### src/qna_macros.svh
/*
 * Register block constants
 * Bus widths, ack delay depth, word indices and reset values
 */
`ifndef QNA_MACROS_SVH
`define QNA_MACROS_SVH

// bus widths
`define QNA_DAT_W        16       // data bus width
`define QNA_ADR_W        3        // word address width
`define QNA_SEL_W        2        // byte selects

// ack delay line length
`define QNA_ACK_DEPTH    2

// descriptor list address fields
`define QNA_BDL_LO_W     15       // address bits 15:1, word aligned
`define QNA_BDL_HI_W     6        // address bits 21:16

// word indices in the register window
`define QNA_REG_LOCK     3'd0     // processor lock, proc side only
`define QNA_REG_RBDL_LO  3'd2
`define QNA_REG_RBDL_HI  3'd3
`define QNA_REG_TBDL_LO  3'd4
`define QNA_REG_TBDL_HI  3'd5
`define QNA_REG_VAR      3'd6
`define QNA_REG_CSR      3'd7

// reset values
`define QNA_CSR_RST      16'h0030 // rl and xl set, lists invalid
`define QNA_VEC_RST      8'h00    // interrupt vector

`endif

### src/qna_pkg.sv
/*
 * Register block types
 * Bus request, internal access, CSR/VAR layouts, descriptor address
 */
`default_nettype none
`include "qna_macros.svh"

package qna_pkg;

   typedef enum logic {
      SRC_HOST = 1'b0,                      // external host bus
      SRC_PROC = 1'b1                       // internal processor bus
   } src_t;

   typedef struct packed {
      logic                  cyc;           // bus cycle
      logic                  stb;           // strobe
      logic                  we;            // 1 write, 0 read
      logic [`QNA_SEL_W-1:0] sel;           // byte lanes
      logic [`QNA_ADR_W-1:0] adr;           // word index
      logic [`QNA_DAT_W-1:0] dat;           // write data
   } bus_req_t;

   typedef struct packed {
      logic                  valid;         // one cycle per granted access
      src_t                  src;           // which bus owns it
      logic                  we;
      logic [`QNA_SEL_W-1:0] sel;
      logic [`QNA_ADR_W-1:0] adr;
      logic [`QNA_DAT_W-1:0] dat;
   } access_t;

   typedef struct packed {
      logic ri;      // 15 rx interrupt, w1c from host
      logic rsv14;
      logic ca;      // 13 carrier, internal loopback only
      logic ok;      // 12 link ok
      logic rsv11;
      logic se;      // 10 sanity timer enable
      logic el;      // 9  external loopback
      logic il;      // 8  internal loopback, active low
      logic xi;      // 7  tx interrupt, w1c from host
      logic ie;      // 6  interrupt enable
      logic rl;      // 5  rx list invalid
      logic xl;      // 4  tx list invalid
      logic bd;      // 3  boot/diag rom
      logic ni;      // 2  nxm interrupt
      logic rsv1;    // soft reset position
      logic re;      // 0  receiver enable
   } csr_t;

   typedef struct packed {
      logic                  ms;            // mode select
      logic                  os;            // option switch
      logic                  rs;            // request self test
      logic                  s3;
      logic                  s2;
      logic                  s1;
      logic [7:0]            vec;           // interrupt vector 9:2
      logic                  rsv1;
      logic                  id;            // identity test bit
   } var_t;

   typedef struct packed {
      logic [`QNA_BDL_HI_W-1:0] hi;
      logic [`QNA_BDL_LO_W-1:0] lo;
   } bdl_t;

   typedef struct packed {
      logic re;
      logic il;
      logic el;
      logic se;
      logic bd;
   } eth_ctrl_t;

endpackage

`default_nettype wire

### src/qna_arbiter.sv
/*
 * Dual bus arbiter
 * Grants host or processor bus, host first, runs the ack delay
 * line and hands one access per grant to the register file
 */
`timescale 1ns/1ps
`default_nettype none
`include "qna_macros.svh"

module qna_arbiter (
   input  logic              lwb_clk_i,    // bus clock
   input  logic              comb_res,     // async reset
   input  qna_pkg::bus_req_t host_req_i,   // external host bus
   input  qna_pkg::bus_req_t proc_req_i,   // internal processor bus
   output logic              host_ack_o,
   output logic              proc_ack_o,
   output qna_pkg::access_t  access_o      // to register file
);
   import qna_pkg::*;

   localparam int D = `QNA_ACK_DEPTH;

   bus_req_t req [2];      // 0 host, 1 processor
   bus_req_t cur;          // request of the granted bus
   logic [1:0] seen;       // registered cyc & stb
   logic [1:0] gnt;        // grant flags
   logic [1:0] go;         // access cycle per bus
   logic [1:0] ack;

   assign req[0] = host_req_i;
   assign req[1] = proc_req_i;

   //*********************************************************************
   // grant, one bus at a time
   always_ff @(posedge lwb_clk_i or posedge comb_res) begin
      if (comb_res) begin
         seen <= '0;
         gnt  <= '0;
      end else begin
         for (int b = 0; b < 2; b++) begin
            seen[b] <= req[b].cyc & req[b].stb;
            if (gnt[b] && !req[b].cyc)
               gnt[b] <= 1'b0;                 // release after cyc falls
         end
         if (gnt == 2'b00) begin
            if (seen[0])
               gnt[0] <= 1'b1;                 // host wins a tie
            else if (seen[1])
               gnt[1] <= 1'b1;
         end
      end
   end

   //*********************************************************************
   // ack delay line per bus
   for (genvar b = 0; b < 2; b++) begin : g_bus
      logic [D-1:0] ack_q;                     // stage 0 first

      always_ff @(posedge lwb_clk_i or posedge comb_res) begin
         if (comb_res)
            ack_q <= '0;
         else if (gnt[b])
            ack_q <= {ack_q[D-2:0] & {(D-1){req[b].cyc}}, req[b].cyc & req[b].stb};
         else
            ack_q <= '0;                       // idle, no grant
      end

      // last but one stage set, last not yet set
      assign go[b]  = gnt[b] & req[b].cyc & req[b].stb & ack_q[D-2] & ~ack_q[D-1];
      assign ack[b] = req[b].cyc & req[b].stb & ack_q[D-1];
   end

   assign host_ack_o = ack[0];
   assign proc_ack_o = ack[1];

   //*********************************************************************
   // access to the register file
   assign cur = gnt[1] ? proc_req_i : host_req_i;

   always_comb begin
      access_o.valid = |go;
      access_o.src   = gnt[1] ? SRC_PROC : SRC_HOST;
      access_o.we    = cur.we;
      access_o.sel   = cur.sel;
      access_o.adr   = cur.adr;
      access_o.dat   = cur.dat;
   end

endmodule

`default_nettype wire

### config.mk
export PLATFORM = sky130hd
export DESIGN_NAME = qna_arbiter
export DESIGN_NICKNAME = d
export VERILOG_FILES = /design/src/qna_pkg.sv /design/src/qna_arbiter.sv
export VERILOG_INCLUDE_DIRS = /design/src
export SDC_FILE = /design/constraint.sdc
export NUM_CORES = 1
export LEC_CHECK = 0
export ABC_AREA = 1
export BUFFER_PORTS_ARGS = -buffer_cell sky130_fd_sc_hd__buf_2
export CAP_MARGIN = 30
export CORE_UTILIZATION = 36
export CTS_CLUSTER_DIAMETER = 100
export DETAILED_ROUTE_END_ITERATION = 8
export PLACE_DENSITY = 0.9
export SYNTH_ARGS = -nofsm -noshare
export SYNTH_HDL_FRONTEND = slang
export SYNTH_SLANG_ARGS = --single-unit
export TNS_END_PERCENT = 10
### constraint.sdc
create_clock -name lwb_clk_i -period 3.15 [get_ports lwb_clk_i]
set_clock_uncertainty 0.2 [all_clocks]
set_input_delay 0.315 -clock lwb_clk_i [delete_from_list [all_inputs] [get_ports lwb_clk_i]]
set_output_delay 0.315 -clock lwb_clk_i [all_outputs]
set_load 0.005 [all_outputs]
==> qor.yml, run 1 <==
timing:
  hold_viol_final: 0
  fmax_mhz: 462.9
  setup_violations: 0
  final.setup.tns_ns: 0
  fin_crit_ns: 2.160
  rsz0062_at_grt: "no"
  drv_slew: 0
  fin_crit_sh: 0.6857
  worst_pin_slew_ns: 0.8807
  max-slew-margin-rel: 0.4128
  whs_ns: 0.08733
clocking:
  cts.htree.levels: 1
  root_buffer: "clkbuf_4"
  clk_latency_ns: 0.25
  cts_tree: "yes"
  cts_resized: 0
  cts_sinks: 8
  cts_buffer_depth: 2
  cts-buffers-inserted: 3
  clkTransAtPathRegs_ns: 0.05
floorplanning:
  die_area_sq_um: 2036
  die_w_um: 45.12
  row_count: 15
  core_sq_um: 1727
  die_y_um: 45.12
  ios: 76
  start_util: 0.3877
place:
  dp_cells: 204
  gp_congestion: 0.7083
  io_buffer_count: 75
  hpwl_mm: 1.429
  placed_area_sq_um: 1003
route:
  vias: 817
  firstDrtPassIters: 3
  wl_met1_um: 717
  topRoutingLayerUsed: "met3"
  drt_wl_total_mm: 1.770
  wire_per_inst_um: 8.510
  routed-wl-met2_um: 855
  via_per_inst: 3.928
  drtAntennaViolNets: 0
  drt_iter0_drc: 11
  met3_wirelength_um: 196
  drc: 0
critical_path:
  cp_num_buf_inv: 2
  crit_path_max_fanout: 26
  critPathMaxStageDelay_ns: 0.92
  r2r_start: "gnt[1]$_DFF_PP0_"
  startpoint_type: "flop"
  critPathKind: "flop to primary output"
  rr_worst_depth: 3
  arrival_ns: 1.65
  required_ns: 2.63
  cp-end-kind: "primary output"
  crit_slowest_cell: "dfrtp_1"
  cp_cell_sequence: "inv_6, nand2_1, nand2_1, buf_2"
  crit_top_cell: "nand2_1"
  reg2reg_to: "gnt[1]$_DFF_PP0_"
  path_delay_family: "flip-flops"
  r2r_setup_slack_ns: 1.60
global_routing:
  grt_overflow: 0
  grt_max_degree: 27
  grt_pass1_vias: 645
  grt_pass1_wl_mm: 2.559
  grt_antenna_before_repair: 0
  grt_use_total: 0.1715
hold_path:
  min_to: "seen[0]$_DFF_PP0_"
  worstHoldStart: "host_req_i[22]"
  hold_class: "input pin to flop"
  worstHoldPathCells: 3
cells_and_area:
  finalNonFillerCells: 208
  final_area_sq_um: 1036
  final_core_util: 0.6000
  drive_gt1_frac: 0.4699
  syn_to_final_growth_pct: 54.77
  nNetsFinal: 235
  diodes: 0
pwr:
  irDropWorstVdd_mv: 0.2432
  powerDensity_nw_per_um2: 326.3
  p_leak_nw: 0.7083
synth:
  ys_types: 13
  post_synth.cell_area_avg_sq_um: 6.085
  netlist_instances: 110
  synth_warnings: 0
  syn_nets: 160
  yosysSeqAreaShare: 0.2991
  ys_seq_elements: 8
  synth_area_sq_um: 669.4
outcome:
  status: "finished, final reports clean"
flow_run:
  drv_cap: 0
[what timing repair did]
action,in CTS,in global routing
setup endpoints to repair,0,0
endpoints found under the hold margin,8,0
hold buffers,1,0
buffers inserted,0,0
[sequential cells by signal, summed over array words and instances (netlist names)]
register     flops
seen             2
g_bus.ack_q      4
gnt              2
[how the worst max path moves through the flow]
stage / startpoint / to / slack, ns / cells after the start
final: gnt[1]$_DFF_PP0_ / access_o[17] / 0.99 / 4
after global routing: gnt[1]$_DFF_PP0_ / access_o[14] / 0.82 / 4
after CTS: gnt[1]$_DFF_PP0_ / access_o[17] / 0.96 / 4
after detailed placement: gnt[1]$_DFF_PP0_ / access_o[17] / 1.24 / 4
after global placement: gnt[1]$_DFF_PP0_ / access_o[16] / 1.27 / 4
after floorplan: gnt[1]$_DFF_PP0_ / access_o[2] / 1.85 / 5
[cells by family (layout without fill, tap and decap cells)]
family,count (synthesis),after routing,share of synthesized area
flops,8,8,0.2991
buf+inv,16,89,0.1720
simple gates,86,86,0.5290
[tightest hold or removal path: cells and delay by family]
kind | cells | cell delay (ns)
buffers and inverters | 2 | 0.13
AND/OR/NAND/NOR | 1 | 0.06
[cell usage after synthesis, drive strengths merged]
master / count / share of area
nand3b: 1 / 0.011
nor2: 9 / 0.062
inv: 10 / 0.064
clkbuf: 2 / 0.041
nand2: 76 / 0.46
dfrtp: 8 / 0.30
buf: 4 / 0.067
[power by group]
part / leakage (nW) / switching, mW / internal, mW
combinational: 0.587 / 0.0667 / 0.0712
sequential: 0.107 / 0.0150 / 0.109
clock: 0.0138 / 0.0329 / 0.0435
total: 0.708 / 0.115 / 0.223
[layout make-up]
class / count / area (sq um)
timing repair buffer: 76 / 385.4
sequential: 8 / 200.2
tap: 25 / 31.28
multi-input combinational: 86 / 354.1
inverter: 10 / 42.54
fill: 196 / 690.7
clock buffer: 3 / 22.52
[per-stage QoR]
step / power (mW) / worst slack, ns
after floorplan: 0.2092 / 1.849
after global placement: 0.2622 / 1.267
after detailed placement: 0.2638 / 1.241
after CTS: 0.3450 / 0.9601
after global routing: 0.3721 / 0.8250
final: 0.3380 / 0.9899
[cells in the final DEF, fill, tap and decap left out, drive strengths merged]
cell	instances
dlygate4sd3	1
nand2	76
clkbuf	3
nor2	9
inv	10
buf	75
dfrtp	8
nand3b	1
[per-layer routing]
layer  GRT usage  vias to the layer above
li1            -                      463
met1      0.1950                      315
met5           0                        -
met2      0.2870                       39
met3     0.05200                        0
met4     0.09091                        0
(Power assumes the default switching activity.)
==> inputs of run 2 (changes only) <==
CORE_UTILIZATION = 33   (was 36)
PLACE_DENSITY = 0.84   (was 0.9)
clock period = 2.05 ns   (was 3.15 ns; I/O delays follow)
==> run 2 against run 1 <==
Against the previous run: final cell count is 1.9% higher; sequential power is 47% higher; combinational power is 66% higher; sequential share of layout area shrank 0.68 points; setup slack lost 0.81 ns; count of clock-buffer cells in the layout did not move; die area grew 8.7%; sequential cell count did not move; critical path type unchanged; critical path depth unchanged; first-iteration DRC count down 45%; non-clock buffer count grew 4; wire length increased by 9.7%.
==> qor.yml, run 2 (same netlist as run 1, synthesis figures left out) <==
floorplanning:
  die_y_um: 47.04
  core_sq_um: 1821
  die_w_um: 47.04
  die_area_sq_um: 2213
  start_util: 0.3677
  ios: 76
  row_count: 15
clocking:
  cts-buffers-inserted: 3
  cts_tree: "yes"
  clkTransAtPathRegs_ns: 0.05
  cts_sinks: 8
  root_buffer: "clkbuf_4"
  cts_buffer_depth: 2
  cts.htree.levels: 1
  clk_latency_ns: 0.25
  cts_setup_buffers: 0
  cts_resized: 0
route:
  firstDrtPassIters: 3
  drtAntennaViolNets: 0
  vias: 873
  drt_wl_total_mm: 1.941
  wire_per_inst_um: 9.156
  drt_iter0_drc: 6
  drc: 0
  via_per_inst: 4.118
global_routing:
  grt_antenna_before_repair: 0
  grt_pass1_vias: 672
  grt_pass1_wl_mm: 2.525
  grt_use_total: 0.1616
  grt_overflow: 0
  grt_max_degree: 23
cells_and_area:
  nNetsFinal: 239
  top_register: "g_bus.ack_q"
  diodes: 0
  final_common_cell: "buf_2"
  top_regs: "g_bus.ack_q (4), gnt (2), seen (2)"
  drive_gt1_frac: 0.4652
  final_core_util: 0.5897
  final_area_sq_um: 1074
  syn_to_final_growth_pct: 60.37
  layout_common_cells: "buf_2 (75), nand2_1 (70), inv_1 (9), nor2_1 (8), dfrtp_1 (8)"
  largest_register_ffs: 4
place:
  hpwl_mm: 1.607
  io_buffer_count: 75
  gp_congestion: 0.6036
  dp_slack_ns: 0.4302
  placed_area_sq_um: 1011
timing:
  max-slew-margin-rel: 0.6388
  whs_ns: 0.007291
  fin_crit_sh: 0.9105
  layout_setup_ws_ns: 0.1836
  worst_pin_slew_ns: 0.5418
  hold_viol_final: 0
  drv_slew: 0
  setup_violations: 0
  fmax_mhz: 535.8
  rsz0062_at_grt: "no"
  fin_crit_ns: 1.866
  final.setup.tns_ns: 0
hold_path:
  worstHoldStart: "host_req_i[22]"
  worstHoldPathCells: 3
  hold_class: "input pin to flop"
  min_to: "g_bus[0].ack_q[0]$_DFF_PP0_"
critical_path:
  critPathMaxStageDelay_ns: 0.68
  crit_slowest_cell: "dfrtp_1"
  crit_top_cell: "nand2_1"
  arrival_ns: 1.46
  reg2reg_to: "gnt[1]$_DFF_PP0_"
  required_ns: 1.64
  critPathKind: "flop to primary output"
  crit_path_max_fanout: 14
  cp_cell_sequence: "buf_4, nand2_1, nand2_1, buf_2"
  r2r_setup_slack_ns: 0.58
  cp-end-kind: "primary output"
  r2r_start: "gnt[1]$_DFF_PP0_"
  startpoint_type: "flop"
  rr_worst_depth: 4
  critPathLaunch: "gnt[1]$_DFF_PP0_"
outcome:
  status: "finished, final reports clean"
pwr:
  powerDensity_nw_per_um2: 496.8
  irDropWorstVdd_mv: 0.2755
  p_leak_nw: 0.7246
flow_run:
  drv_cap: 0
==> run 2: worst max-delay path by stage <==
stage                        endpoint  slack, ns  cells past startpoint
final                     access_o[3]       0.18                      4
after global routing      access_o[5]       0.05                      4
after CTS                 access_o[3]       0.15                      4
after detailed placement  access_o[3]       0.43                      4
after global placement    access_o[5]       0.50                      4
after floorplan           access_o[2]       0.86                      5
==> run 2: final cells by class <==
class                   count  area (sq um)
repair buffers             80         422.9
clock buffers               3         22.52
fillers                   187         747.0
multi-input cells          86         354.1
inverters                  10         42.54
well taps                  25         31.28
flip-flops and latches      8         200.2
==> run 2: power by group <==
group	internal (mW)	total [mW]	leakage, nW	switching (mW)
logic	0.115	0.229	0.604	0.114
registers	0.167	0.182	0.107	0.0151
clock network	0.0671	0.122	0.0138	0.0551
==> run 2: critical path, delay by kind of cell (launching register included) <==
| family | cells | cell delay [ns] |
|---|---|---|
| AND/OR/NAND/NOR | 2 | 0.14 |
| buffers and inverters | 2 | 0.39 |
| flip-flops | 1 | 0.68 |
==> run 2: stage by stage <==
step | power, mW | cells
3_3_place_gp | 0.4061 | 205
3_5_place_dp | 0.4103 | 205
5_1_grt | 0.5864 | 212
6_report | 0.5334 | 212
2_1_floorplan | 0.3214 | 110
4_1_cts | 0.5399 | 212
==> run 2: routing by layer <==
layer  vias to the layer above  routed length [um]  global-route usage
li1                        471                   -                   -
met1                       353                 761              0.1686
met2                        47                 995              0.3111
met3                         2                 168             0.01923
met4                         0                  15             0.08571
met5                         -                   0                   0
==> run 2: timing repair <==
action                                 in CTS  in global routing
endpoints found under the hold margin      11                  0
hold buffers                                4                  0
setup endpoints to repair                   0                  0
==> inputs of run 3 (changes only) <==
CORE_UTILIZATION = 36   (was 33)
PLACE_DENSITY = 0.9   (was 0.84)
clock period = 2.23 ns   (was 2.05 ns; I/O delays follow)
==> run 3 against run 2 <==
Against the previous run: total power decreased by 9.0%; setup slack improved by 0.36 ns; count of clock-buffer cells in the layout unchanged; via count shrank 1.8%; non-clock buffer count unchanged; combinational power down 3%; wire length shrank 9.8%; final area down 0.23%; core utilization rose by 3.1 points; critical path type is now input pin to primary output; hold slack better by 0.0022 ns; sequential cell count is the same.
==> qor.yml, run 3 (same netlist as run 1, synthesis figures left out) <==
floorplanning:
  die_area_sq_um: 2036
  start_util: 0.3877
  row_count: 15
  die_y_um: 45.12
  ios: 76
  core_sq_um: 1727
  die_w_um: 45.12
timing:
  hold_viol_final: 0
  fin_crit_ns: 1.686
  rsz0062_at_grt: "no"
  drv_slew: 0
  max-slew-margin-rel: 0.8040
  final.setup.tns_ns: 0
  fin_crit_sh: 0.7563
  worst_pin_slew_ns: 0.2937
  fmax_mhz: 593.0
  setup_violations: 0
critical_path:
  crit_path_max_fanout: 3
  r2r_start: "gnt[1]$_DFF_PP0_"
  r2r_setup_slack_ns: 1.13
  required_ns: 1.81
  critPathKind: "input pin to primary output"
  cp-end-kind: "primary output"
  arrival_ns: 1.26
  startpoint_type: "input pin"
  reg2reg_to: "gnt[1]$_DFF_PP0_"
  rr_worst_depth: 4
place:
  placed_area_sq_um: 1018
  gp_congestion: 0.6836
  io_buffer_count: 75
  hpwl_mm: 1.432
global_routing:
  grt_use_total: 0.1626
  grt_pass1_wl_mm: 2.504
  grt_max_degree: 23
  grt_pass1_vias: 661
  grt_overflow: 0
  grt_antenna_before_repair: 0
pwr:
  p_leak_nw: 0.7270
  irDropWorstVdd_mv: 0.2727
  powerDensity_nw_per_um2: 453.3
  totalPowerFinal_mw: 0.4855
clocking:
  cts_sinks: 8
  cts_resized: 0
  hold_buffers: 3
  clk_latency_ns: 0.25
  cts_tree: "yes"
  cts_setup_buffers: 0
  clkTransAtPathRegs_ns: 0.05
  cts-buffers-inserted: 3
  cts_buffer_depth: 2
  root_buffer: "clkbuf_4"
  cts.htree.levels: 1
cells_and_area:
  syn_to_final_growth_pct: 60.00
  final_common_cell: "buf_2"
  layout_common_cells: "buf_2 (75), nand2_1 (70), inv_1 (9), nor2_1 (8), dfrtp_1 (8)"
  multi_input_area_sq_um: 354.1
  largest_register_ffs: 4
  top_regs: "g_bus.ack_q (4), gnt (2), seen (2)"
  num-fill-cells: 187
  register_area_sq_um: 200.2
  drive_gt1_frac: 0.4706
  top_register: "g_bus.ack_q"
  final_area_sq_um: 1071
  nNetsFinal: 239
  diodes: 0
route:
  drt_iter0_drc: 16
  drtAntennaViolNets: 0
  wire_per_inst_um: 8.255
  via_per_inst: 4.042
  vias: 857
  drc: 0
  firstDrtPassIters: 4
  drt_wl_total_mm: 1.750
hold_path:
  worstHoldPathCells: 3
  min_to: "seen[0]$_DFF_PP0_"
  hold_class: "input pin to flop"
  worstHoldStart: "host_req_i[22]"
flow_run:
  drv_cap: 0
outcome:
  status: "finished, final reports clean"
[run 3: changes by cell type in the layout (fill, tap and decap cells not counted)]
cell | before | now
buf_4 | 1 | 2
dlygate4sd3_1 | 4 | 3
[run 3: area by class of cell]
class,count,area share
clock buffers,3,0.02103
well taps,25,0.02921
multi-input cells,86,0.3306
flip-flops and latches,8,0.1869
repair buffers,80,0.3925
inverters,10,0.03972
[run 3: how the worst max path moves through the flow]
stage / startpoint / endpoint / slack, ns / cells past startpoint
final: host_req_i[23] / access_o[23] / 0.54 / 7
after CTS: host_req_i[23] / access_o[23] / 0.52 / 7
after global routing: host_req_i[23] / access_o[23] / 0.45 / 7
after detailed placement: gnt[1]$_DFF_PP0_ / access_o[5] / 0.88 / 5
after floorplan: gnt[1]$_DFF_PP0_ / access_o[2] / 1.02 / 5
after global placement: gnt[1]$_DFF_PP0_ / access_o[10] / 0.88 / 5
[run 3: metrics by stage]
step / hold slack (ns) / util / instances / worst slack, ns
2_1_floorplan: -0.1613 / - / 110 / 1.021
3_3_place_gp: -0.02172 / 0.5899 / 206 / 0.8801
3_5_place_dp: -0.01931 / 0.5899 / 206 / 0.8758
4_1_cts: 0.002394 / 0.6203 / 212 / 0.5247
5_1_grt: 0.01957 / 0.6203 / 212 / 0.4543
6_report: 0.009517 / 0.6203 / 212 / 0.5435
[run 3: critical path: stages]
cell,delay [ns]
dlygate4sd3_1,0.52
buf_2,0.10
nand2_1,0.08
nor2_1,0.12
nand2_1,0.06
nand2_1,0.06
buf_2,0.10
[run 3: layer usage]
metal,vias to the layer above,global-route usage,part of all wire
li1,473,-,-
met1,345,0.1931,0.39
met2,39,0.2928,0.50
met3,0,0.02800,0.11
met4,0,0.05455,0
met5,-,0,0
[run 3: power breakdown]
group / switching, mW / internal (mW) / leakage, nW / total (mW)
logic: 0.113 / 0.108 / 0.606 / 0.221
clock network: 0.0452 / 0.0613 / 0.0138 / 0.107
registers: 0.00408 / 0.154 / 0.107 / 0.158
